==> config.mk <==
export PLATFORM = sky130hd
export DESIGN_NAME = tcb_dec
export DESIGN_NICKNAME = d
export VERILOG_FILES = /design/src/rtl/tcb_pkg.sv /design/src/rtl/tcb_dec.sv
export SDC_FILE = /design/constraint.sdc
export NUM_CORES = 1
export LEC_CHECK = 0
export BUFFER_PORTS_ARGS = -buffer_cell sky130_fd_sc_hd__buf_2
export CAP_MARGIN = 20
export CORE_AREA = 4 4 60 62
export DETAILED_ROUTE_END_ITERATION = 6
export DIE_AREA = 0 0 64 66
export GPL_ROUTABILITY_DRIVEN = 0
export GPL_TIMING_DRIVEN = 0
export PLACE_DENSITY = 0.8
export SETUP_SLACK_MARGIN = 0.3
export SYNTH_ARGS = -nofsm -noshare
export SYNTH_HDL_FRONTEND = slang
export SYNTH_SLANG_ARGS = --single-unit
==> constraint.sdc <==
create_clock -name tcb -period 2.7 [get_ports tcb]
set_clock_uncertainty 0.1 [all_clocks]
set_input_delay 0.27 -clock tcb [delete_from_list [all_inputs] [get_ports tcb]]
set_output_delay 0.27 -clock tcb [all_outputs]
set_load 0.01 [all_outputs]
==> src/rtl/tcb_pkg.sv <==
package tcb_pkg;

////////////////////////////////////////////////////////////////////////////
// bus geometry
////////////////////////////////////////////////////////////////////////////

  // byte address width
  localparam int unsigned ABW = 16;
  // data width
  localparam int unsigned DBW = 32;
  // one enable per data byte
  localparam int unsigned BEW = DBW / 8;

  // memory size in words, 1 KiB
  localparam int unsigned MEM_WORDS = 256;
  localparam int unsigned MEM_AW    = $clog2(MEM_WORDS);

  // step counter width for the shift-add multiplier
  localparam int unsigned MUL_CW = $clog2(DBW);

////////////////////////////////////////////////////////////////////////////
// address map
////////////////////////////////////////////////////////////////////////////

  // bit 15 selects the arithmetic peripheral
  localparam logic [ABW-1:0] ALU_BASE = 16'h8000;

  // alu register offsets within the peripheral
  localparam logic [ABW-1:0] REG_A   = 16'h0000;
  localparam logic [ABW-1:0] REG_B   = 16'h0004;
  localparam logic [ABW-1:0] REG_OP  = 16'h0008;
  // result is read only
  localparam logic [ABW-1:0] REG_RES = 16'h000c;

////////////////////////////////////////////////////////////////////////////
// bus payload
////////////////////////////////////////////////////////////////////////////

  // request, 53 bits
  typedef struct packed {
    logic           wen;
    logic [ABW-1:0] adr;
    logic [BEW-1:0] ben;
    logic [DBW-1:0] wdt;
  } tcb_req_t;

  // response, 33 bits
  typedef struct packed {
    logic [DBW-1:0] rdt;
    logic           err;
  } tcb_rsp_t;

  // alu opcodes
  typedef enum logic [1:0] {OP_ADD, OP_SUB, OP_AND, OP_MUL} alu_op_e;

  // multiplier states
  typedef enum logic {ST_IDLE, ST_BUSY} alu_state_e;

endpackage
==> src/rtl/tcb_dec.sv <==
`timescale 1ns/100ps

module tcb_dec (
  input  logic               tcb,
  input  logic               rst_n,
  // manager side
  input  logic               vld,
  input  tcb_pkg::tcb_req_t  req,
  output logic               rdy,
  output logic               rsp_vld,
  output tcb_pkg::tcb_rsp_t  rsp,
  // memory subordinate
  output logic               mem_vld,
  input  logic               mem_rdy,
  input  tcb_pkg::tcb_rsp_t  mem_rsp,
  // alu subordinate
  output logic               alu_vld,
  input  logic               alu_rdy,
  input  tcb_pkg::tcb_rsp_t  alu_rsp
);

////////////////////////////////////////////////////////////////////////////
// request routing
////////////////////////////////////////////////////////////////////////////

  // region select, high for the alu
  logic sel;
  // select of the transfer now in its response cycle
  logic sel_q;
  // transfer on the manager side
  logic trn;

  // only the region bit matters here
  assign sel = |(req.adr & tcb_pkg::ALU_BASE);

  // valid goes to one subordinate only
  assign mem_vld = vld & ~sel;
  assign alu_vld = vld & sel;

  // ready of the addressed subordinate
  // alu back-pressure passes straight through
  assign rdy = sel ? alu_rdy : mem_rdy;

  assign trn = vld & rdy;

////////////////////////////////////////////////////////////////////////////
// response return
////////////////////////////////////////////////////////////////////////////

  // remember who took the transfer
  always_ff @(posedge tcb) begin
    if (!rst_n) begin
      sel_q   <= 1'b0;
      rsp_vld <= 1'b0;
    end else begin
      // response valid exactly one cycle after each transfer
      rsp_vld <= trn;
      if (trn) begin
        sel_q <= sel;
      end
    end
  end

  // steer the matching response back
  // both subordinates hold their last response, the mux picks one
  assign rsp = sel_q ? alu_rsp : mem_rsp;

endmodule

=== After elaboration in Yosys (flattened, before gate mapping) ===
Cells that the tools add are included.
Widths: inputs -> output; s select.

* Register bits after elaboration: 2
* Latch bits: 0
* Memory bits (writable): 0
* Bits in read-only memories: 0
* Input bits: 124
* Output and inout bits: 37
* Logic and storage cells: 8
* Memories: 0

* $add $sub $neg: 0
* $mul: 0
* Divide/modulo/power cells: 0
* Order comparisons: 0
* Equal/unequal tests: 0
* Shifts and indexed selects: 0
* Multiplexer cells: 2
* Bitwise operators: 4
* Reduce and logical (&&, ||, !) cells: 0

{| class="wikitable"
|+ Operators by type and width
! operator !! count
|-
| $mux 33 || 1
|-
| $and 1x1->1 || 3
|-
| $mux 1 || 1
|-
| $not 1->1 || 1
|}

=== Longest topological paths before layout ===
Gate-level depths: netlist of run 1.

* Word-level depth: 2
* Depth in mapped cells: 4
* Gate-level depth less buffers: 2

=== Worst setup path after synthesis of run 1 ===
No wires, ideal clock.

* Path type: flip-flop to output port
* Start point: register sel_q
* End point: output port rsp[10] (netlist bit)
* Data arrival time: 0.902 ns
* Data required time: 2.330 ns
* Slack: 1.428 ns
* Stages on the path, launching flop included: 4
* Buffers on the path: 2
* Cell sequence: dfxtp_1 -> buf_6 -> buf_12 -> mux2_4

{| class="wikitable"
|+ RTL lines
! element !! line !! source
|-
| from (decl) || tcb_dec.sv:29 || <nowiki>logic sel_q;</nowiki>
|-
| from (signal assigned) || tcb_dec.sv:59 || <nowiki>sel_q <= sel;</nowiki>
|-
| to (decl) || tcb_dec.sv:11 || <nowiki>output tcb_pkg::tcb_rsp_t rsp,</nowiki>
|}

==> results.toml, run 1 <==
[clocking]
clockBufferDepth = 2
clock_latency_ns = 0.23
cts_resized = 0
clk_pin_slew_ns = 0.03
cts-root-buf = "clkbuf_4"
h-tree-depth = 1
ctsHoldBuffers = 0
cts_made_buffers = 3
cts_setup_buffers = 0
cts_num_sinks = 2
cts_tree = "built"

[power_and_ir_drop]
power_density_nw_per_um2 = 230
power_leakage_nw = 0.724
peakVddDrop_uv = 214

[floorplanning]
die_y_um = 66
initial_utilization = 0.213
die_x_um = 64
pin_count = 161
core_area_um2 = 3030
die-area_um2 = 4220
rows = 20

[global_route]
busiest_layer = "met2"
grt_pass1_vias = 878
grt.total_usage = 0.117
grt_pass1_wl_um = 3850
met3_usage = 0.0340
gr-total-overflow = 0
grt_max_degree = 11
grt_use_met2 = 0.219
use_met1 = 0.122
antenna_found_initial = 0

[worst_setup_path]
worst-path-max-fanout = 10
crit_required_ns = 2.33
startpoint = "sel_q"
path_cells = "buf_6, buf_12, mux2_4, buf_2"
r2r_start = "sel_q"
crit_arrival_ns = 1.29
setup.worst_path.start_class = "flop"
slowest_stage = "dfxtp_1"
critical_path.max_stage_delay_ns = 0.31
end_kind = "output pin"
path_class = "flop to output pin"

[sta]
final.setup.worst_slack_ns = 1.04
finalMaxSlewViolations = 0
fin_crit_sh = 0.616
setup_viol = 0
hold_viol = 0
rsz0062_at_grt = "no"
fin_setup_tns_ns = 0
fmax_ghz = 0.601
layout_min_cycle_time_ns = 1.66
worst_pin_slew_ns = 0.190
maxSlewHeadroom = 0.873

[worst_hold_path]
hp-class = "input port to flop"
hold_start = "mem_rdy"

[synthesis]
async_flop_share = 0
syn-num-nets = 170
synth_edf_count = 0
synth_area_um2 = 644
ys.flop_type = "dfxtp_1"
ys_ff_latch = 2
yosys.area.top_type = "mux2_4"
yosys-top-cells-area = "mux2_4, buf_12, mux2_2, dfxtp_1, a211oi_2"
synth_common_cells = "mux2_4, mux2_2, buf_12"
synth.top_cell.area_share = 0.676
ys_seq_area_frac = 0.0621
yosysMostFrequentCell = "mux2_4"
ys_types = 11
synthCells = 46
avgSynthCellArea_um2 = 14.0
yosysWarnings = 0

[placement]
dp_slack_ns = 1.26
port_buffers = 108

[layout]
post-route-util = 0.417
diodes = 0
num-nets-final = 283
drive_gt1_frac = 0.955
area_growth_pct = 95.9

[run_status]
status = "finished clean"

[detailed_routing]
drc = 0
vias = 830
wire_per_inst_um = 13.0
drtPass1Iterations = 2
routed_wl_um = 2610
ant_nets = 0
initialDrtViolationCount = 19
vias_per_cell = 4.13

[flow_run]
maxCapViolations = 0
[cell families after synthesis]
family,count (synthesis),share of synthesized area
and+or+nand+nor,3,0.0291
AOI/OAI and AO/OA,3,0.0349
muxes,34,0.763
buffers and inverters,4,0.111
DFF,2,0.0621
[stage by stage]
stage	cells	power, mW	hold WS [ns]	cell area (µm²)
finish	201	0.291	0.144	1260
global route	201	0.311	0.148	1260
CTS	201	0.298	0.135	1260
detailed placement	198	0.226	0.377	1240
global placement	198	0.224	0.375	1240
floorplan	46	0.131	0.260	644
[path summary, 6_finish.rpt]
kind	slack, ns	depth (start not counted)	to
setup / recovery	1.04	4	rsp[13]
hold / removal	0.14	2	sel_q
setup reg to reg	1.67	4	sel_q
hold reg to reg	0.73	4	sel_q
[layer usage]
layer,up-vias,part of all wire
li1,395,-
met1,366,0.35
met2,69,0.51
met3,0,0.14
met4,0,0
met5,-,0
[worst max-delay path, delay by kind of cell, from the launching register on]
family	cells	cell delay, ns
flip-flops	1	0.31
buffers and inverters	3	0.45
multiplexers	1	0.30
[flip-flops by register name, summed over array words and instances, names as in the netlist]
signal	flops
rsp_vld	1
sel_q	1
[where the power goes]
| group | switching, mW | internal [mW] |
|---|---|---|
| sequential | 0.000346 | 0.0310 |
| combinational | 0.0729 | 0.119 |
| clock | 0.0187 | 0.0492 |
| total | 0.0920 | 0.199 |
[cell usage in the layout, fill, tap and decap left out, drive strengths merged]
master / count
a211oi: 1
a21oi: 1
and2: 1
and3: 1
buf: 112
clkbuf: 3
dfxtp: 2
mux2: 34
nor2b: 1
o21ai: 1
[area by class of cell]
type	count	area [µm²]
buffer	4	71.3
clock buffer	3	22.5
timing repair buffer	108	541
multi-input combinational	40	533
fill	321	1770
tap	44	55.1
sequential	2	40.0
Power figures use the tool's default switching activity.
==> inputs of run 2 (changes only) <==
- CORE_AREA: 4 4 60 62 -> default
- CORE_MARGIN: default -> 4
- CORE_UTILIZATION: default -> 22
- DIE_AREA: 0 0 64 66 -> default
- PLACE_DENSITY: 0.8 -> 0.83
- clock period: 2.7 -> 1.7 ns (I/O delays scaled with it)
==> run 2 against run 1 <==
  * Worst hold slack got worse by 0.10 ns
  * Sequential share of layout area fell by 0.090 points
  * Wire length rose by 6.1%
  * Core utilization rose by 6.5 points
  * Design area rose by 6.1%
  * Critical endpoint is now rsp[17]
  * Global-route usage rose by 2.1 points
  * Critical path depth did not move
  * Final cell count fell by 5.0%
==> results.toml, run 2 (synthesis gave the netlist of run 1 again) <==
[worst_setup_path]
rrSetupSlack_ns = 0.56
crit_required_ns = 1.43
setup.worst_path.start_class = "flop"
cp.depth = 4
r2r_cells = 5
worst-path-buf-inv = 3
path_class = "flop to output pin"
worst-path-max-fanout = 10
slowest_stage = "dfxtp_2"
path_cells = "buf_8, buf_12, mux2_4, buf_2"
r2r_start = "sel_q"
startpoint = "sel_q"
critical_path.max_stage_delay_ns = 0.32
crit_family = "buffers and inverters"
crit_arrival_ns = 1.26
end_kind = "output pin"

[sta]
layout_min_cycle_time_ns = 1.53
fin_crit_sh = 0.902
maxSlewHeadroom = 0.874
setup_viol = 0
finalMaxSlewViolations = 0
worst_pin_slew_ns = 0.189
fin_setup_tns_ns = 0
hold_viol = 0
fmax_ghz = 0.652
rsz0062_at_grt = "yes"

[detailed_routing]
routed_wl_um = 2770
drc = 0
ant_nets = 0
vias_per_cell = 4.36
drtPass1Iterations = 4
initialDrtViolationCount = 17
wire_per_inst_um = 14.5
vias = 832

[global_route]
grt_pass1_wl_um = 4320
grt_max_degree = 11
grt_pass1_vias = 917
grt.total_usage = 0.138
antenna_found_initial = 0
gr-total-overflow = 0

[floorplanning]
rows = 19
die-area_um2 = 3860
pin_count = 161
die_y_um = 62.1
initial_utilization = 0.232
die_x_um = 62.1
core_area_um2 = 2780

[clocking]
clk_pin_slew_ns = 0.03
clockBufferDepth = 2
cts_num_sinks = 2
clock_latency_ns = 0.22
cts_tree = "built"
h-tree-depth = 1
cts-root-buf = "clkbuf_4"
cts_made_buffers = 3

[run_status]
status = "finished clean"

[worst_hold_path]
hp-class = "input port to flop"
hold_start = "mem_rdy"
min_path_cells = 2

[flow_run]
maxCapViolations = 0

[power_and_ir_drop]
power_leakage_nw = 0.773
power_density_nw_per_um2 = 362
peakVddDrop_uv = 247
internal_power_mw = 0.336
p_switching_mw = 0.148
p_seq_frac = 0.104
comb_power_share = 0.682
pwr-share-clk = 0.215
p_sw_frac = 0.306

[placement]
postPlaceCellArea_um2 = 1220
port_buffers = 108
hpwlAfterDp_um = 2550

[layout]
mostFrequentLayoutCells = "buf_2, mux2_4, buf_6"
fill_cells = 273
area_growth_pct = 108
num-nets-final = 286
drive_gt1_frac = 0.963
diodes = 0
layout_commonest_cell = "buf_2"
stdcell_area_um2 = 1340
reg.largest.list = "rsp_vld x1, sel_q x1"
-- run 2: layout make-up --
type	instances	area, µm²	area share
Sequential cell	2	41.3	0.0308
Timing Repair Buffer	111	611	0.456
Buffer	4	75.1	0.0560
Tap cell	31	38.8	0.0289
Multi-Input combinational cell	40	552	0.412
Clock buffer	3	22.5	0.0168
-- run 2: worst paths after layout --
check,end
worst max-delay path,rsp[17]
worst min-delay path,sel_q
worst max register to register,sel_q
worst min register to register,sel_q
-- run 2: through the flow --
| stage | hold slack, ns | worst slack, ns | utilization | total power, mW | instances |
|---|---|---|---|---|---|
| final | 0.0402 | 0.167 | 0.482 | 0.485 | 191 |
| after global routing | 0.0424 | 0.114 | 0.482 | 0.530 | 191 |
| after CTS | 0.0294 | 0.148 | 0.482 | 0.496 | 191 |
| after detailed placement | 0.276 | 0.369 | 0.440 | 0.358 | 185 |
| after global placement | 0.278 | 0.368 | 0.440 | 0.356 | 185 |
| after floorplan | 0.160 | 0.528 | - | 0.208 | 46 |
-- run 2: power by group through the flow --
stage | Combinational [mW] | Clock [mW] | Sequential [mW]
2_1_floorplan | 0.157 | 0 | 0.0511
3_3_place_gp | 0.305 | 0 | 0.0508
3_5_place_dp | 0.308 | 0 | 0.0506
4_1_cts | 0.334 | 0.112 | 0.0503
5_1_grt | 0.358 | 0.121 | 0.0504
6_report | 0.331 | 0.104 | 0.0503
-- run 2: timing repair --
action | 4_1_cts | 5_1_grt
gates resized for setup | 13 | 0
setup endpoints to repair | 33 | 33
buffers inserted | 3 | 0
hold buffers | 0 | 0
-- run 2: layer usage --
layer | up-vias | global-route usage | part of all wire | wire length (µm)
li1 | 401 | - | - | -
met1 | 360 | 0.156 | 0.37 | 1020
met2 | 71 | 0.237 | 0.48 | 1340
met3 | 0 | 0.0739 | 0.15 | 408
met4 | 0 | 0.00813 | 0 | 0
met5 | - | 0 | 0 | 0
==> inputs of run 3 (changes only) <==
- BUFFER_PORTS_ARGS: -buffer_cell sky130_fd_sc_hd__buf_2 -> default
- CORE_AREA: default -> 4 4 60 62
- CORE_MARGIN: 4 -> default
- CORE_UTILIZATION: 22 -> default
- DIE_AREA: default -> 0 0 64 66
- DONT_BUFFER_PORTS: default -> 1
- PLACE_DENSITY: 0.83 -> 0.35
==> run 3 against run 2 <==
  * Power decreased by 29%
  * Critical endpoint is now rsp[6]
  * Clock-buffer cell count unchanged
  * Non-clock buffer count is 104 lower
==> results.toml, run 3 (synthesis gave the netlist of run 1 again) <==
[floorplanning]
core_area_um2 = 3030
rows = 20
die_x_um = 64
pin_count = 161
die-area_um2 = 4220
die_y_um = 66
initial_utilization = 0.213

[sta]
hold_viol = 0
setup_viol = 0
fmax_ghz = 0.690
layout_min_cycle_time_ns = 1.45
fin_setup_tns_ns = 0
worst_pin_slew_ns = 0.337
finalMaxSlewViolations = 0
maxSlewHeadroom = 0.775
fin_crit_sh = 0.852
rsz0062_at_grt = "yes"

[global_route]
grt_use_met2 = 0.125
gr-total-overflow = 0
met3_usage = 0.0884
grt_max_degree = 11
use_met1 = 0.0636
grt_pass1_vias = 485
busiest_layer = "met2"
antenna_found_initial = 0
grt_pass1_wl_um = 2440
grt.total_usage = 0.0780

[placement]
hpwlAfterDp_um = 1750
port_buffers = 0
dp.cells = 90

[power_and_ir_drop]
internal_power_mw = 0.235
pwr-share-clk = 0.307
comb_power_share = 0.544
p_switching_mw = 0.111
p_seq_frac = 0.149
power_mw = 0.346
p_sw_frac = 0.321
power_leakage_nw = 0.339
peakVddDrop_uv = 269
power_density_nw_per_um2 = 431

[worst_setup_path]
rrSetupSlack_ns = 0.53
crit_arrival_ns = 1.18
crit_required_ns = 1.43
setup.worst_path.start_class = "flop"
crit_family = "flip-flops"
end_kind = "output pin"
crit_end = "rsp[6]"
critical_path.max_stage_delay_ns = 0.34
r2r_end = "sel_q"
r2r_cells = 5
path_class = "flop to output pin"
r2r_start = "sel_q"
slowest_stage = "dfxtp_2"
path_cells = "buf_8, clkbuf_16, mux2_4"
worst-path-max-fanout = 5
startpoint = "sel_q"
cp.depth = 3
worst-path-buf-inv = 2

[detailed_routing]
initialDrtViolationCount = 23
ant_nets = 0
routed_wl_um = 2050
drc = 0
drtPass1Iterations = 4
vias_per_cell = 4.67
wire_per_inst_um = 20.5
vias = 467

[layout]
num-nets-final = 182
reg.largest.list = "rsp_vld x1, sel_q x1"
stdcell_count = 100
area_growth_pct = 24.5
drive_gt1_frac = 0.839
mostFrequentLayoutCells = "mux2_4, mux2_2, buf_12, clkbuf_4, dlygate4sd3_1"
fill_cells = 313
diodes = 0
layout_commonest_cell = "mux2_4"

[clocking]
h-tree-depth = 1
clock_latency_ns = 0.22
cts_made_buffers = 3
clockBufferDepth = 2
cts-root-buf = "clkbuf_4"
cts_num_sinks = 2
clk_pin_slew_ns = 0.03
cts_tree = "built"

[worst_hold_path]
hp-class = "input port to flop"

[flow_run]
maxCapViolations = 0

[run_status]
status = "finished clean"
-- run 3: cell types whose count changed in the layout (fill, tap and decap cells not counted), sizes merged --
| cell | previous run | this run |
|---|---|---|
| clkbuf | 3 | 4 |
| buf | 115 | 7 |
| dlygate4sd3 | 0 | 3 |
-- run 3: power groups by stage --
stage	clock network [mW]	logic, mW	registers (mW)
global route	0.125	0.201	0.0516
global placement	0	0.177	0.0514
floorplan	0	0.157	0.0511
finish	0.106	0.188	0.0515
CTS	0.112	0.184	0.0508
detailed placement	0	0.177	0.0514
-- run 3: layout make-up --
cell class	count	area, µm²	area share
well taps	44	55.1	0.0686
clock buffers	3	22.5	0.0281
plain buffers	4	75.1	0.0936
repair buffers	7	75.1	0.0936
multi-input cells	40	533	0.665
flip-flops and latches	2	41.3	0.0515
-- run 3: layer usage --
metal  vias to the layer above  routed length (µm)  part of all wire
li1                        195                   -                 -
met1                       198                 584              0.29
met2                        74                 867              0.42
met3                         0                 592              0.29
met4                         0                   0                 0
met5                         -                   0                 0
-- run 3: worst min-delay path by stage --
stage,startpoint,end,slack [ns],depth (start not counted)
after floorplan,mem_rdy,sel_q,0.16,1
after global placement,mem_rdy,sel_q,0.17,1
after detailed placement,mem_rdy,sel_q,0.17,1
after CTS,rst_n,sel_q,0.001,2
after global routing,rst_n,sel_q,0.005,2
final,rst_n,sel_q,0.005,2
-- run 3: timing repair --
item                                    CTS  global route
endpoints found under the hold margin     2             0
gates cloned                              0             2
endpoints found under the setup margin   28            30
hold buffers                              3             0
setup buffers                             1             1
resized for setup                         0             2
-- run 3: metrics by stage --
step	setup slack [ns]	hold slack, ns	util	area (µm²)
3_3_place_gp	0.471	0.166	0.231	699
2_1_floorplan	0.528	0.160	-	644
4_1_cts	0.218	0.00103	0.251	759
3_5_place_dp	0.467	0.166	0.231	699
5_1_grt	0.200	0.00542	0.265	802
6_report	0.251	0.00468	0.265	802
-- run 3: worst register-to-register path: cells and delay by family (launching register included) --
family	cells	cell delay (ns)
AO/OA/AOI/OAI	2	0.21
buffers and inverters	3	0.41
flip-flops	1	0.32
