$ cat src/rtl/tcb_pkg.sv
package tcb_pkg;

////////////////////////////////////////////////////////////////////////////
// bus geometry
////////////////////////////////////////////////////////////////////////////

  // byte address width
  localparam int unsigned ABW = 16;
  // data width
  localparam int unsigned DBW = 32;
  // one enable per data byte
  localparam int unsigned BEW = DBW / 8;

  // memory size in words, 1 KiB
  localparam int unsigned MEM_WORDS = 256;
  localparam int unsigned MEM_AW    = $clog2(MEM_WORDS);

  // step counter width for the shift-add multiplier
  localparam int unsigned MUL_CW = $clog2(DBW);

////////////////////////////////////////////////////////////////////////////
// address map
////////////////////////////////////////////////////////////////////////////

  // bit 15 selects the arithmetic peripheral
  localparam logic [ABW-1:0] ALU_BASE = 16'h8000;

  // alu register offsets within the peripheral
  localparam logic [ABW-1:0] REG_A   = 16'h0000;
  localparam logic [ABW-1:0] REG_B   = 16'h0004;
  localparam logic [ABW-1:0] REG_OP  = 16'h0008;
  // result is read only
  localparam logic [ABW-1:0] REG_RES = 16'h000c;

////////////////////////////////////////////////////////////////////////////
// bus payload
////////////////////////////////////////////////////////////////////////////

  // request, 53 bits
  typedef struct packed {
    logic           wen;
    logic [ABW-1:0] adr;
    logic [BEW-1:0] ben;
    logic [DBW-1:0] wdt;
  } tcb_req_t;

  // response, 33 bits
  typedef struct packed {
    logic [DBW-1:0] rdt;
    logic           err;
  } tcb_rsp_t;

  // alu opcodes
  typedef enum logic [1:0] {OP_ADD, OP_SUB, OP_AND, OP_MUL} alu_op_e;

  // multiplier states
  typedef enum logic {ST_IDLE, ST_BUSY} alu_state_e;

endpackage
$ cat src/rtl/tcb_alu.sv
`timescale 1ns/100ps

module tcb_alu (
  input  logic               tcb,
  input  logic               rst_n,
  input  logic               vld,
  input  tcb_pkg::tcb_req_t  req,
  output logic               rdy,
  output tcb_pkg::tcb_rsp_t  rsp
);

////////////////////////////////////////////////////////////////////////////
// register decode
////////////////////////////////////////////////////////////////////////////

  // offset within the peripheral, region bit stripped
  logic [tcb_pkg::ABW-1:0] off;
  logic sel_a;
  logic sel_b;
  logic sel_op;
  logic sel_res;
  // unknown offset or write to the result
  logic acc_err;
  logic trn;

  assign off     = req.adr & ~tcb_pkg::ALU_BASE;
  assign sel_a   = (off == tcb_pkg::REG_A);
  assign sel_b   = (off == tcb_pkg::REG_B);
  assign sel_op  = (off == tcb_pkg::REG_OP);
  assign sel_res = (off == tcb_pkg::REG_RES);

  assign acc_err = ~(sel_a | sel_b | sel_op | sel_res) | (req.wen & sel_res);

  assign trn = vld & rdy;

////////////////////////////////////////////////////////////////////////////
// control
////////////////////////////////////////////////////////////////////////////

  logic                       rdy_q;
  tcb_pkg::alu_state_e        state;
  tcb_pkg::alu_op_e           op;
  tcb_pkg::alu_op_e           op_new;
  logic [tcb_pkg::MUL_CW-1:0] cnt;
  // opcode write, and one that starts a multiply
  logic                       wr_op;
  logic                       mul_go;

  assign op_new = tcb_pkg::alu_op_e'(req.wdt[1:0]);
  assign wr_op  = trn & req.wen & sel_op & ~acc_err;
  assign mul_go = wr_op & (op_new == tcb_pkg::OP_MUL);

  // held off for every request while multiplying
  assign rdy = rdy_q & (state == tcb_pkg::ST_IDLE);

  always_ff @(posedge tcb) begin
    if (!rst_n) begin
      rdy_q <= 1'b0;
      state <= tcb_pkg::ST_IDLE;
      cnt   <= '0;
      op    <= tcb_pkg::OP_ADD;
    end else begin
      rdy_q <= 1'b1;
      case (state)
        tcb_pkg::ST_IDLE: begin
          if (mul_go) begin
            state <= tcb_pkg::ST_BUSY;
            cnt   <= '0;
          end
        end
        tcb_pkg::ST_BUSY: begin
          cnt <= cnt + 1'b1;
          // last of 32 steps
          if (cnt == tcb_pkg::MUL_CW'(tcb_pkg::DBW - 1)) begin
            state <= tcb_pkg::ST_IDLE;
          end
        end
        default: state <= tcb_pkg::ST_IDLE;
      endcase
      if (wr_op) begin
        op <= op_new;
      end
    end
  end

////////////////////////////////////////////////////////////////////////////
// datapath
////////////////////////////////////////////////////////////////////////////

  // operands, whole word writes
  logic [tcb_pkg::DBW-1:0] a;
  logic [tcb_pkg::DBW-1:0] b;
  // multiplier working set
  logic [tcb_pkg::DBW-1:0] prod;
  logic [tcb_pkg::DBW-1:0] mcand;
  logic [tcb_pkg::DBW-1:0] mplier;
  logic [tcb_pkg::DBW-1:0] res;
  logic [tcb_pkg::DBW-1:0] rd_dat;

  always_ff @(posedge tcb) begin
    if (trn && req.wen && sel_a) begin
      a <= req.wdt;
    end
    if (trn && req.wen && sel_b) begin
      b <= req.wdt;
    end
    // shift-add, only the low word of the product is kept
    if (mul_go) begin
      prod   <= '0;
      mcand  <= a;
      mplier <= b;
    end else if (state == tcb_pkg::ST_BUSY) begin
      if (mplier[0]) begin
        prod <= prod + mcand;
      end
      mcand  <= mcand << 1;
      mplier <= mplier >> 1;
    end
  end

  // simple ops follow the operands, multiply reads the product
  always_comb begin
    case (op)
      tcb_pkg::OP_ADD: res = a + b;
      tcb_pkg::OP_SUB: res = a - b;
      tcb_pkg::OP_AND: res = a & b;
      default:         res = prod;
    endcase
  end

  // register read mux
  always_comb begin
    rd_dat = '0;
    if (sel_a) begin
      rd_dat = a;
    end else if (sel_b) begin
      rd_dat = b;
    end else if (sel_op) begin
      rd_dat = {{(tcb_pkg::DBW-2){1'b0}}, op};
    end else if (sel_res) begin
      rd_dat = res;
    end
  end

  // response for the cycle after the transfer
  always_ff @(posedge tcb) begin
    if (trn) begin
      rsp.err <= acc_err;
      rsp.rdt <= (req.wen || acc_err) ? '0 : rd_dat;
    end
  end

endmodule

$ cat config.mk
export PLATFORM = sky130hd
export DESIGN_NAME = tcb_alu
export DESIGN_NICKNAME = d
export VERILOG_FILES = /design/src/rtl/tcb_pkg.sv /design/src/rtl/tcb_alu.sv
export SDC_FILE = /design/constraint.sdc
export NUM_CORES = 1
export LEC_CHECK = 0
export BUFFER_PORTS_ARGS = -buffer_cell sky130_fd_sc_hd__buf_2
export CAP_MARGIN = 40
export CORE_UTILIZATION = 38
export CTS_CLUSTER_DIAMETER = 40
export DETAILED_ROUTE_END_ITERATION = 7
export GPL_ROUTABILITY_DRIVEN = 0
export SLEW_MARGIN = 20
export SYNTH_ARGS = -nofsm -noshare
export SYNTH_HDL_FRONTEND = slang
export SYNTH_SLANG_ARGS = --single-unit
$ cat constraint.sdc
create_clock -name tcb -period 6.6 [get_ports tcb]
set_input_delay 0.33 -clock tcb [delete_from_list [all_inputs] [get_ports tcb]]
set_output_delay 0.33 -clock tcb [all_outputs]
set_load 0.005 [all_outputs]
After elaboration in Yosys (flattened, before gate mapping)
Cells that the tools add are included.
{ "word_totals": {"output_inout_bits": 34, "register_bits": 202, "input_bits": 56, "elab_cells": 61} }
{ "classes": {"bitwise_logic": 15, "eq_ne": 8, "n_reduce_logical": 8, "muxes": 15, "addsub": 4} }
{ "ops": {"columns": ["op", "n"], "rows": [
  ["$mux 32", 8],
  ["$pmux 32 s3", 1],
  ["$add 32x32->32", 2],
  ["$and 32x32->32", 1],
  ["$sub 32x32->32", 1],
  ["$eq 15x4->1 const B", 2],
  ["$logic_not 16->1", 1],
  ["$eq 15x3->1 const B", 1],
  ["$pmux 5 s2", 1],
  ["$and 1x1->1", 7],
  ["$add 5x1->5 const B", 1],
  ["$eq 5x5->1 const B", 1],
  ["$mux 5", 1],
  ["$eq 2x2->1 const B", 2],
  ["$or 1x1->1", 4],
  ["$logic_and 1x1->1", 3],
  ["$mux 1", 3],
  ["$not 1->1", 3],
  ["$eq 2x1->1 const B", 1],
  ["$logic_not 2->1", 1],
  ["$ne 2x2->1 const B", 1],
  ["$pmux 1 s2", 1],
  ["$reduce_and 2->1", 1],
  ["$reduce_bool 2->1", 1],
  ["$logic_or 1x1->1", 1]
]} }

Longest topological paths before layout
Gate-level depths: netlist of run 1.
{ "logic_depth": {"depth_word": 11, "ltp_mapped": 19, "depth_no_buf": 19} }

Worst setup path before layout of run 1
Ideal clock, no wire load.
{ "synth_timing": {"path_kind": "register to register", "startpoint": "reg state", "endpoint": "reg b[0] in the netlist's numbering (enable)", "period_less_slack_ns": 4.569, "setup_ns": 0.461, "arrival_ns": 4.108, "stages_incl_launch_ff": 6, "setup_slack_ns": 2.031, "n_path_buf": 1, "cell_sequence": "dfxtp_1 -> clkbuf_1 -> nor2b_1 -> and2_1 -> nand2_1 -> nor3_1"} }
{ "synth_between": {"elab_chain_cells": 5} }
{ "synth_lines": {"columns": ["element", "line", "rtl"], "rows": [
  ["start: declaration", "tcb_alu.sv:41", "tcb_pkg::alu_state_e state;"],
  ["start signal: assignment", "tcb_alu.sv:59", "state <= tcb_pkg::ST_IDLE;"],
  ["start signal: assignment", "tcb_alu.sv:67", "state <= tcb_pkg::ST_BUSY;"],
  ["start signal: assignment", "tcb_alu.sv:75", "state <= tcb_pkg::ST_IDLE;"],
  ["$not 1->1", null, null],
  ["$and 1x1->1", "tcb_alu.sv:54", "assign rdy = rdy_q & (state == tcb_pkg::ST_IDLE);"],
  ["via rdy", "tcb_alu.sv:8", "output logic rdy,"],
  ["$and 1x1->1", "tcb_alu.sv:34", "assign trn = vld & rdy;"],
  ["via trn", "tcb_alu.sv:24", "logic trn;"],
  ["$logic_and 1x1->1 (2 in a row)", "tcb_alu.sv:104", "if (trn && req.wen && sel_b) begin"],
  ["end signal: assignment", "tcb_alu.sv:105", "b <= req.wdt;"],
  ["end: declaration", "tcb_alu.sv:92", "logic [tcb_pkg::DBW-1:0] b;"]
]} }
The timed path passes the listed nets, and every way through them passes these cells.
A chain may end at the register's enable or synchronous reset.

Worst setup path after layout of run 1
{ "layout_timing": {"startpoint": "reg op[0]", "endpoint": "reg rsp[30] in the netlist's numbering, data pin"} }
{ "layout_between": {"elab_chain_cells": 6, "word_cells_on_any_way": 8} }
{ "layout_lines": {"columns": ["element", "line", "rtl"], "rows": [
  ["start: declaration", "tcb_alu.sv:42", "tcb_pkg::alu_op_e op;"],
  ["start signal: assignment", "tcb_alu.sv:61", "op <= tcb_pkg::OP_ADD;"],
  ["start signal: assignment", "tcb_alu.sv:81", "op <= op_new;"],
  ["$eq 2x2->1, or another cell as far along", "tcb_alu.sv:123", "case (op)"],
  ["$pmux 32 s3 *", "tcb_alu.sv:123", null],
  ["$mux 32 *", "tcb_alu.sv:140", "end else if (sel_res) begin"],
  ["$mux 32 *", "tcb_alu.sv:138", "end else if (sel_op) begin"],
  ["$mux 32 *", "tcb_alu.sv:136", "end else if (sel_b) begin"],
  ["$mux 32 *", "tcb_alu.sv:134", "if (sel_a) begin"],
  ["end: declaration", "tcb_alu.sv:9", "output tcb_pkg::tcb_rsp_t rsp"]
]} }
Every way passes the cells marked *; elsewhere a longest branch is shown, timed or not.

==> flow_summary_export.csv, run 1 <==
group,metric,value,unit
logic_synthesis,synth_ff_type,"edfxtp_1",
clock_network,cts-resized-gates,0,
setup_path,criticalPathCategory,"reg -> reg",
cells_and_area,syn_to_final_growth,17.1,%
logic_synthesis,synth_largest_area_cell,"edfxtp_1",
global_route,grt.overflow.total,0,
global_route,grt_pass1_vias,10000,
logic_synthesis,async_flop_share,0,%
global_route,grtUsageTotal,21.1,%
timing,finalHoldViolCount,0,
clock_network,cts_buffer_depth,3,
power_and_ir_drop,power,3.47,mW
clock_network,cts.sinks,202,
power_and_ir_drop,p_leak,5.76,nW
clock_network,tritoncts,"built",
timing,final.period_utilization,72.5,%
routing,remaining_drc_errors,0,
power_and_ir_drop,peakVddDrop,217,uV
timing,slew_headroom,44.9,%
routing,via_per_inst,5.46,
cells_and_area,finalNetCount,1568,
logic_synthesis,netlist_instances,1355,
place,dpl.hpwl,24.5,mm
floorplan,initial_core_util,39.0,%
power_and_ir_drop,internal_power,2.58,mW
cells_and_area,final_util,45.7,%
routing,vias,10400,
power_and_ir_drop,switchingPower,0.882,mW
power_and_ir_drop,pwr-share-clk,49.5,%
timing,fmax,0.209,GHz
logic_synthesis,ys_seq_area_share,45.3,%
run,maxCapViolations,0,
clock_network,cts_root_buf,"clkbuf_16",
logic_synthesis,avgSynthCellArea,9.21,um2
logic_synthesis,syn-num-nets,1479,
global_route,grt_max_degree,67,
logic_synthesis,netlist_area,12500,um2
logic_synthesis,yosysUniqueCellTypes,71,
routing,avgRoutedWirePerCell,18.3,um
timing,tightest_slew,0.827,ns
logic_synthesis,synth_edf_count,161,
floorplan,core_region_area,32000,um2
logic_synthesis,ys_ff_latch,202,
cells_and_area,drive_above_1_share,13.7,%
power_and_ir_drop,p_per_area,237,nW/um2
global_route,grt_pass1_wl,55.2,mm
timing,rsz0062_at_grt,"no",
timing,slew_viol_final,0,
timing,hold_ws,0.0187,ns
timing,setup-tns-final,0,ns
setup_path,arrival,5.02,ns
setup_path,critPathRequiredTime,6.83,ns
global_route,antenna_found_initial,1,
floorplan,chipWidth,183,um
routing,first_iter_violations,841,
clock_network,path_clk_slew,0.05,ns
setup_path,crit_path_start_kind,"flip-flop",
routing,drtAntennaViolNets,0,
logic_synthesis,synthTopCellsByArea,"edfxtp_1 (39%), nand2_1 (8.5%), ha_1 (6.6%), dfxtp_1 (6.6%), a21oi_1 (5.0%)",
logic_synthesis,ys_warn_count,0,
floorplan,fp.dieArea,33600,um2
setup_path,crit_path_end_kind,"flip-flop",
run_status,status,"finished, final reports clean",
timing,skew,0.0292,ns
logic_synthesis,synth_top_area_share,38.7,%
power_and_ir_drop,power_frac_comb,9.0,%
clock_network,htreeDepth,2,
routing,dr.pass1.iters,5,
place,portBuffers,84,
floorplan,rows,65,
power_and_ir_drop,swShare,25.4,%
setup_path,path_max_fanout,66,
floorplan,die_h,183,um
routing,wl,34.9,mm
clock_network,clkLatencyLatePin,0.51,ns
worst_hold_path,hp-class,"in -> reg",
cells_and_area,design_area,14600,um2
power_and_ir_drop,p_seq_share,41.5,%
place,placed_area,13400,um2
floorplan,io_pins,90,
clock_network,cts_made_buffers,34,
timing,finalCriticalPeriod,4.78,ns
timing,finalSetupViolations,0,
[synth_stat cells (5+ instances only)]
cell type,number
o31a_1,5
inv_1,26
xnor2_1,50
o21a_1,13
buf_6,8
a21o_1,36
dfxtp_1,41
a21oi_1,124
clkbuf_1,39
nand3_1,16
mux2i_1,8
a211oi_1,14
nor2b_1,12
o31ai_1,5
o21bai_1,10
ha_1,66
nor2_1,106
xor2_1,31
edfxtp_1,161
o21ai_0,94
or3_1,9
o21ai_1,28
nand2b_1,16
nor3_1,18
nand4_1,7
buf_2,13
nand2_1,281
and3_1,11
and2_1,6
o211ai_1,24
[cells in the final DEF (no fill, tap or decap), drive strengths merged, types with 6 or more instances in the layout]
master	netlist	routed
o211ai	24	24
ha	66	66
dfxtp	41	41
a21oi	126	126
nor3	19	19
nand2	282	282
edfxtp	161	161
xor2	31	31
and2	6	6
clkinv	0	7
o21bai	11	11
nor2	107	107
o21a	13	13
a21o	36	36
clkbuf	39	35
nor2b	13	13
and3	11	11
mux2i	8	8
buf	25	103
a211oi	15	15
dlygate4sd3	0	14
o21ai	126	126
nand4	7	7
or3	9	9
nand3	18	18
inv	26	38
nand2b	16	16
xnor2	50	50
[routing by layer]
metal | vias up | track usage (%) | part of all wire, %
met4 | 0 | 7.87 | 3.0
met1 | 4941 | 29.7 | 47
met5 | - | 0 | 0
met3 | 66 | 3.12 | 5.9
met2 | 334 | 32.7 | 44
li1 | 5061 | - | -
[logic make-up after synthesis]
family / Yosys count / synth area share [%]
XOR/XNOR: 81 / 5.69
adder cells (fa/ha/maj): 68 / 6.94
buffers and inverters: 90 / 3.38
AND/OR/NAND/NOR: 508 / 18.2
flip-flops: 202 / 45.3
AO/OA/AOI/OAI: 398 / 19.8
multiplexers: 8 / 0.642
[final timing paths]
| kind | from | to | slack (ns) | cells after the start |
|---|---|---|---|---|
| worst min register to register | prod[31] | prod[31] | 0.48 | 1 |
| worst max register to register | op[0] | rsp[30] | 1.82 | 14 |
| worst max-delay path | op[0] | rsp[30] | 1.82 | 14 |
| worst min-delay path | req[11] | b[11] | 0.02 | 1 |
[metrics by stage]
step / instances / setup WS (ns)
floorplan: 1355 / 2.03
global placement: 1824 / 1.87
detailed placement: 1829 / 1.89
CTS: 1903 / 1.88
global route: 1904 / 1.55
finish: 1904 / 1.82
[worst max-delay path, cell delays in order (launching register included)]
cell	delay, ns
dfxtp_2	0.32
buf_4	0.58
nor2b_2	0.69
a21oi_1	0.12
xnor2_1	0.17
ha_1	0.39
and3_1	0.23
o2111ai_1	0.25
a31oi_2	0.40
a41oi_1	0.27
o21ai_1	0.42
nand2_1	0.23
o21bai_1	0.24
xnor2_1	0.14
o21ai_1	0.07
[what timing repair did]
item,4_1_cts,5_1_grt
endpoints found under the hold margin,27,0
buffers inserted,0,0
hold buffers,14,0
[layout make-up]
class	count	area, um2
Fill cell	3031	17300
Clock inverter	25	240
Multi-Input combinational cell	1063	6420
Antenna cell	1	2.50
Sequential cell	202	5660
Inverter	26	97.6
Timing Repair Buffer	117	773
Tap cell	435	544
Clock buffer	35	876
[registers in the layout, indices dropped and copies added (netlist names)]
name and flops:
a 32, cnt 5, b 32, state 1
mplier 32, rsp 33, rdy_q 1, mcand 32
op 2, prod 32
[power by group through the flow]
| stage | logic, mW | clock network (mW) | registers [mW] |
|---|---|---|---|
| 5_1_grt | 0.349 | 1.80 | 1.44 |
| 6_report | 0.312 | 1.72 | 1.44 |
| 3_5_place_dp | 0.301 | 0 | 1.46 |
| 2_1_floorplan | 0.230 | 0 | 1.45 |
| 4_1_cts | 0.310 | 1.75 | 1.44 |
| 3_3_place_gp | 0.295 | 0 | 1.46 |
No activity file was read; power rests on OpenSTA's default activity.
==> run 2: changes to the inputs <==
==> constraint.sdc (replaced) <==
create_clock -name tcb -period 4.4 [get_ports tcb]
set_input_delay 0.22 -clock tcb [delete_from_list [all_inputs] [get_ports tcb]]
set_output_delay 0.22 -clock tcb [all_outputs]
set_load 0.005 [all_outputs]
==> run 2 against run 1 <==
Total power increased by 53%. Combinational power increased by 55%. Sequential power increased by 50%. Clock skew decreased by 0.010 ns. Count of clock-buffer cells in the layout increased by 5. Register-to-register slack got worse by 1.6 ns. Cell count increased by 2.4%.
==> flow_summary_export.csv, run 2 (synthesized netlist as in run 1, its figures left out) <==
group,metric,value,unit
floorplan,io_pins,90,
cells_and_area,drive_above_1_share,15.1,%
cells_and_area,final_util,47.1,%
setup_path,arrival,4.41,ns
floorplan,initial_core_util,39.0,%
clock_network,path_clk_slew,0.06,ns
clock_network,tritoncts,"built",
cells_and_area,layout_common_cells,"nand2_1 (280), edfxtp_1 (161), a21oi_1 (124), nor2_1 (105), o21ai_0 (94)",
global_route,grtUsageTotal,21.6,%
cells_and_area,layoutNonFillerInstCount,1950,
timing,finalCriticalPeriod,4.15,ns
routing,dr.pass1.iters,5,
timing,fmax,0.241,GHz
place,post-place-ws,0.118,ns
routing,wl,35.5,mm
timing,slew_headroom,49.2,%
floorplan,rows,65,
place,placed_cells,1855,
clock_network,cts_buffer_depth,3,
timing,finalSetupViolations,0,
global_route,antenna_found_initial,0,
setup_path,crit_path_top_delay_cell,"or3_4",
timing,worst_slack,0.250,ns
setup_path,crit_path_end_kind,"flip-flop",
cells_and_area,fill_cells,2999,
setup_path,path_cells,"inv_1 > ha_1 > nand2b_1 > or3_4 > nor3b_4 > nand2b_2 > o31ai_2 > xor2_1 > ha_1 > a21o_1 > a21o_1 > a21o_1 > a21o_1 > a21oi_1 > o21ai_0 > o21bai_1 > xnor2_1 > o21ai_1",
power_and_ir_drop,p_leak,5.99,nW
setup_path,criticalPathCategory,"reg -> reg",
routing,via_per_inst,5.42,
place,portBuffers,84,
setup_path,path_max_fanout,5,
global_route,grt.overflow.total,0,
clock_network,cts.sinks,202,
clock_network,clkLatencyLatePin,0.52,ns
clock_network,post_cts_buffers,0,
timing,slew_viol_final,0,
timing,tightest_slew,0.761,ns
routing,remaining_drc_errors,0,
setup_path,critPathRequiredTime,4.66,ns
cells_and_area,multi_input_area,6490,um2
global_route,grt_pass1_wl,56.4,mm
setup_path,cp_common_cell,"a21o_1",
routing,avgRoutedWirePerCell,18.2,um
cells_and_area,syn_to_final_growth,20.7,%
timing,setup-tns-final,0,ns
cells_and_area,finalNetCount,1613,
global_route,grt_pass1_vias,10400,
floorplan,die_h,183,um
cells_and_area,top_register,"rsp",
clock_network,cts_root_buf,"clkbuf_16",
timing,rsz0062_at_grt,"yes",
clock_network,cts_made_buffers,34,
cells_and_area,final_common_cell,"nand2_1",
run_status,status,"finished, final reports clean",
routing,first_iter_violations,818,
routing,drtAntennaViolNets,0,
cells_and_area,register_area,5660,um2
power_and_ir_drop,peakVddDrop,317,uV
worst_hold_path,worstHoldPathCells,3,
setup_path,crit_path_start_kind,"flip-flop",
run,maxCapViolations,0,
floorplan,chipWidth,183,um
setup_path,critPathMaxStageDelay,0.44,ns
timing,final.period_utilization,94.3,%
place,dpl.hpwl,24.8,mm
setup_path,r2r_cells,18,
cells_and_area,antennaDiodeCount,0,
timing,skew,0.0191,ns
worst_hold_path,hp-class,"in -> reg",
cells_and_area,largest_reg_flops,33,
power_and_ir_drop,p_per_area,352,nW/um2
global_route,grt_max_degree,66,
timing,finalHoldViolCount,0,
power_and_ir_drop,power,5.30,mW
routing,vias,10600,
clock_network,htreeDepth,2,
floorplan,fp.dieArea,33600,um2
floorplan,core_region_area,32000,um2
## run 2: critical path: cells and delay by family (launching register included)
family / cells / cell delay (ns)
xor+xnor: 2 / 0.32
flops: 1 / 0.43
simple gates: 4 / 1.01
compound gates: 9 / 1.50
fa+ha+maj: 2 / 0.46
buf+inv: 1 / 0.15
## run 2: layout make-up
type | instances | area share [%]
clock buffer | 40 | 5.94
timing repair buffer | 162 | 7.49
sequential | 202 | 37.5
tap | 435 | 3.61
multi-input combinational | 1063 | 43.1
inverter | 26 | 0.648
clock inverter | 22 | 1.68
## run 2: path summary, 6_finish.rpt
kind	slack (ns)	to	startpoint
min reg2reg	0.49	prod[16]	prod[16]
max	0.25	rsp[30]	b[1]
min	0.09	rsp[0]	req[52]
max reg2reg	0.25	rsp[30]	b[1]
## run 2: timing repair
item	CTS	global route
gates resized for setup	0	11
endpoints found under the setup margin	0	11
hold endpoints to repair	65	0
hold buffers	33	0
## run 2: layer usage
| metal | GRT usage, % | vias to the layer above | wire length, um |
|---|---|---|---|
| met5 | 0 | - | 0 |
| met4 | 7.63 | 0 | 994 |
| met3 | 3.42 | 67 | 2030 |
| met2 | 34.7 | 333 | 16100 |
| met1 | 29.4 | 5012 | 16400 |
| li1 | - | 5148 | - |
## run 2: through the flow
step | hold WS [ns] | cell area, um2
after global routing | 0.103 | 15100
after floorplan | 0.248 | 12500
final | 0.0898 | 15100
after detailed placement | 0.411 | 13500
after global placement | 0.407 | 13500
after CTS | 0.0728 | 15000
## run 2: where the power goes
group	internal, mW	total, mW	switching, mW	leakage, nW
clock network	1.67	2.65	0.987	0.538
logic	0.222	0.484	0.262	3.63
registers	2.11	2.16	0.0589	1.83
total	3.99	5.30	1.31	5.99
==> run 3: changes to the inputs <==
--- a/config.mk
+++ b/config.mk
@@ -5,12 +5,14 @@
 export SDC_FILE = /design/constraint.sdc
 export NUM_CORES = 1
 export LEC_CHECK = 0
+export ABC_AREA = 1
 export BUFFER_PORTS_ARGS = -buffer_cell sky130_fd_sc_hd__buf_2
 export CAP_MARGIN = 40
 export CORE_UTILIZATION = 38
 export CTS_CLUSTER_DIAMETER = 40
 export DETAILED_ROUTE_END_ITERATION = 7
 export GPL_ROUTABILITY_DRIVEN = 0
+export MAX_ROUTING_LAYER = met4
 export SLEW_MARGIN = 20
 export SYNTH_ARGS = -nofsm -noshare
 export SYNTH_HDL_FRONTEND = slang
==> run 3 against run 2 <==
Die area grew 6.9%. First-iteration DRC count up 47%. Combinational power decreased by 31%. Cell count grew 21%. Largest power group unchanged. Wire length up 15%. Total power decreased by 5.0%. Global-route usage is 1.9 points higher. Worst setup slack improved by 0.11 ns. Sequential cell count did not move. Area after synthesis is 7.0% higher. Largest cell class unchanged. Critical path type unchanged. Via count increased by 17%. Highest routed layer unchanged. Clock skew is 0.0093 ns lower.
==> flow_summary_export.csv, run 3 <==
group,metric,value,unit
power_and_ir_drop,power,5.04,mW
logic_synthesis,synth_top_area_share,36.2,%
logic_synthesis,ys_seq_area_share,42.3,%
logic_synthesis,synthTopCellsByArea,"edfxtp_1 (36%), nand2_1 (14%), ha_1 (6.2%), dfxtp_1 (6.1%), inv_1 (5.8%)",
logic_synthesis,ys_warn_count,0,
run,maxCapViolations,0,
place,portBuffers,84,
logic_synthesis,yosysUniqueCellTypes,46,
setup_path,criticalPathCategory,"reg -> reg",
global_route,grt.overflow.total,0,
floorplan,die_h,189,um
floorplan,chipWidth,189,um
setup_path,crit_path_start_kind,"flip-flop",
timing,fmax,0.247,GHz
global_route,antenna_found_initial,0,
place,dpl.hpwl,30.5,mm
cells_and_area,antennaDiodeCount,0,
timing,setup-tns-final,0,ns
clock_network,htreeDepth,1,
cells_and_area,layout_common_cells,"nand2_1 (497), inv_1 (204), edfxtp_1 (161), nor2_1 (154), o21ai_0 (142)",
power_and_ir_drop,p_leak,6.97,nW
logic_synthesis,avgSynthCellArea,7.58,um2
routing,vias,12400,
setup_path,arrival,4.35,ns
worst_hold_path,hp-class,"in -> reg",
floorplan,core_region_area,34500,um2
clock_network,cts_made_buffers,31,
cells_and_area,largest_reg_flops,33,
clock_network,cts_root_buf,"clkbuf_16",
logic_synthesis,synth_ff_type,"edfxtp_1",
global_route,grt_max_degree,92,
clock_network,tritoncts,"built",
cells_and_area,top_register,"rsp",
setup_path,crit_path_end_kind,"flip-flop",
floorplan,fp.dieArea,35900,um2
routing,first_iter_violations,1204,
cells_and_area,final_util,45.7,%
timing,final.period_utilization,91.9,%
logic_synthesis,netlist_area,13400,um2
routing,wl,40.8,mm
timing,tightest_slew,0.710,ns
logic_synthesis,synth_edf_count,161,
global_route,grt_pass1_vias,11900,
clock_network,clkLatencyLatePin,0.55,ns
clock_network,cts_buffer_depth,3,
global_route,grt_pass1_wl,64.2,mm
cells_and_area,finalNetCount,2004,
logic_synthesis,netlist_instances,1761,
setup_path,path_max_fanout,5,
logic_synthesis,async_flop_share,0,%
cells_and_area,drive_above_1_share,9.83,%
power_and_ir_drop,p_per_area,319,nW/um2
run_status,status,"finished, final reports clean",
cells_and_area,syn_to_final_growth,18.1,%
global_route,grtUsageTotal,23.5,%
timing,finalSetupViolations,0,
logic_synthesis,synth_common_cells,"nand2_1 (498), inv_1 (205), edfxtp_1 (161)",
power_and_ir_drop,peakVddDrop,305,uV
timing,finalCriticalPeriod,4.04,ns
logic_synthesis,ys_ff_latch,202,
routing,dr.pass1.iters,7,
routing,via_per_inst,5.26,
logic_synthesis,synth_largest_area_cell,"edfxtp_1",
routing,avgRoutedWirePerCell,17.3,um
setup_path,critPathRequiredTime,4.70,ns
timing,rsz0062_at_grt,"no",
timing,skew,0.00984,ns
logic_synthesis,syn-num-nets,1885,
timing,slew_viol_final,0,
cells_and_area,final_common_cell,"nand2_1",
routing,remaining_drc_errors,0,
floorplan,initial_core_util,38.7,%
floorplan,io_pins,90,
routing,drtAntennaViolNets,0,
timing,finalHoldViolCount,0,
floorplan,rows,68,
timing,slew_headroom,52.5,%
logic_synthesis,synth.most_common_cell,"nand2_1",
clock_network,post_cts_buffers,0,
clock_network,cts.sinks,202,
clock_network,path_clk_slew,0.06,ns
-- run 3: worst max-delay path: stages (launching register included) --
cell	delay (ns)
edfxtp_1	0.42
inv_1	0.16
ha_1	0.26
nand4_1	0.17
nor2_2	0.21
nand4_1	0.18
nor2_2	0.19
nand2_1	0.10
o21ai_1	0.22
o21ai_0	0.21
xor2_1	0.18
ha_1	0.39
nand2_1	0.12
nor3_1	0.23
inv_1	0.10
nor2_1	0.09
nand2_1	0.06
nand2_1	0.05
inv_1	0.03
nand2_1	0.09
nand2_1	0.06
nand3_1	0.08
nand2_1	0.05
nand2_1	0.06
a21oi_1	0.07
-- run 3: power by group --
group / internal (mW) / total, mW / switching, mW / leakage, nW
combinational: 0.135 / 0.336 / 0.201 / 4.61
clock: 1.58 / 2.58 / 1.00 / 0.538
sequential: 2.08 / 2.12 / 0.0401 / 1.82
total: 3.80 / 5.04 / 1.24 / 6.97
-- run 3: worst paths after layout --
check / startpoint / end / slack, ns / cells past startpoint
max: b[0] / rsp[32] / 0.36 / 24
min: req[50] / op[0] / 0.16 / 6
max reg2reg: b[0] / rsp[32] / 0.36 / 24
min reg2reg: cnt[4] / cnt[4] / 0.47 / 2
-- run 3: cell type report --
cell class | instances | area [um2]
fillers | 3442 | 18800
multi-input cells | 1298 | 6680
repair buffers | 135 | 963
well taps | 455 | 569
clock inverters | 24 | 324
inverters | 212 | 796
clock buffers | 32 | 779
flip-flops and latches | 202 | 5660
-- run 3: per-layer routing --
| metal | share of wire [%] | GRT usage (%) | routed length [um] |
|---|---|---|---|
| met5 | 0 | - | 0 |
| met4 | 3.2 | 8.41 | 1310 |
| met3 | 6.5 | 2.63 | 2630 |
| met2 | 45 | 36.7 | 18300 |
| met1 | 46 | 31.4 | 18600 |
-- run 3: cells by family (layout without fill, tap and decap cells) --
logic type	after synthesis	after routing	share of synthesized area [%]
simple gates	814	814	25.1
compound gates	371	371	15.2
fa+ha+maj	68	68	6.48
flops	202	202	42.3
xor+xnor	45	45	2.95
buf+inv	261	403	7.86
-- run 3: timing repair --
action / 4_1_cts / 5_1_grt
resized for setup: 0 / 3
setup endpoints to repair: 0 / 3
hold endpoints to repair: 67 / 0
hold buffers: 33 / 0
-- run 3: stage by stage --
step	setup WS (ns)	hold WS, ns	instance area (um2)	instances
5_1_grt	0.0333	0.196	15800	2358
3_5_place_dp	0.252	0.353	14300	2268
4_1_cts	0.211	0.138	15700	2357
2_1_floorplan	0.449	0.248	13400	1761
6_report	0.357	0.161	15800	2358
3_3_place_gp	0.324	0.350	14200	2264
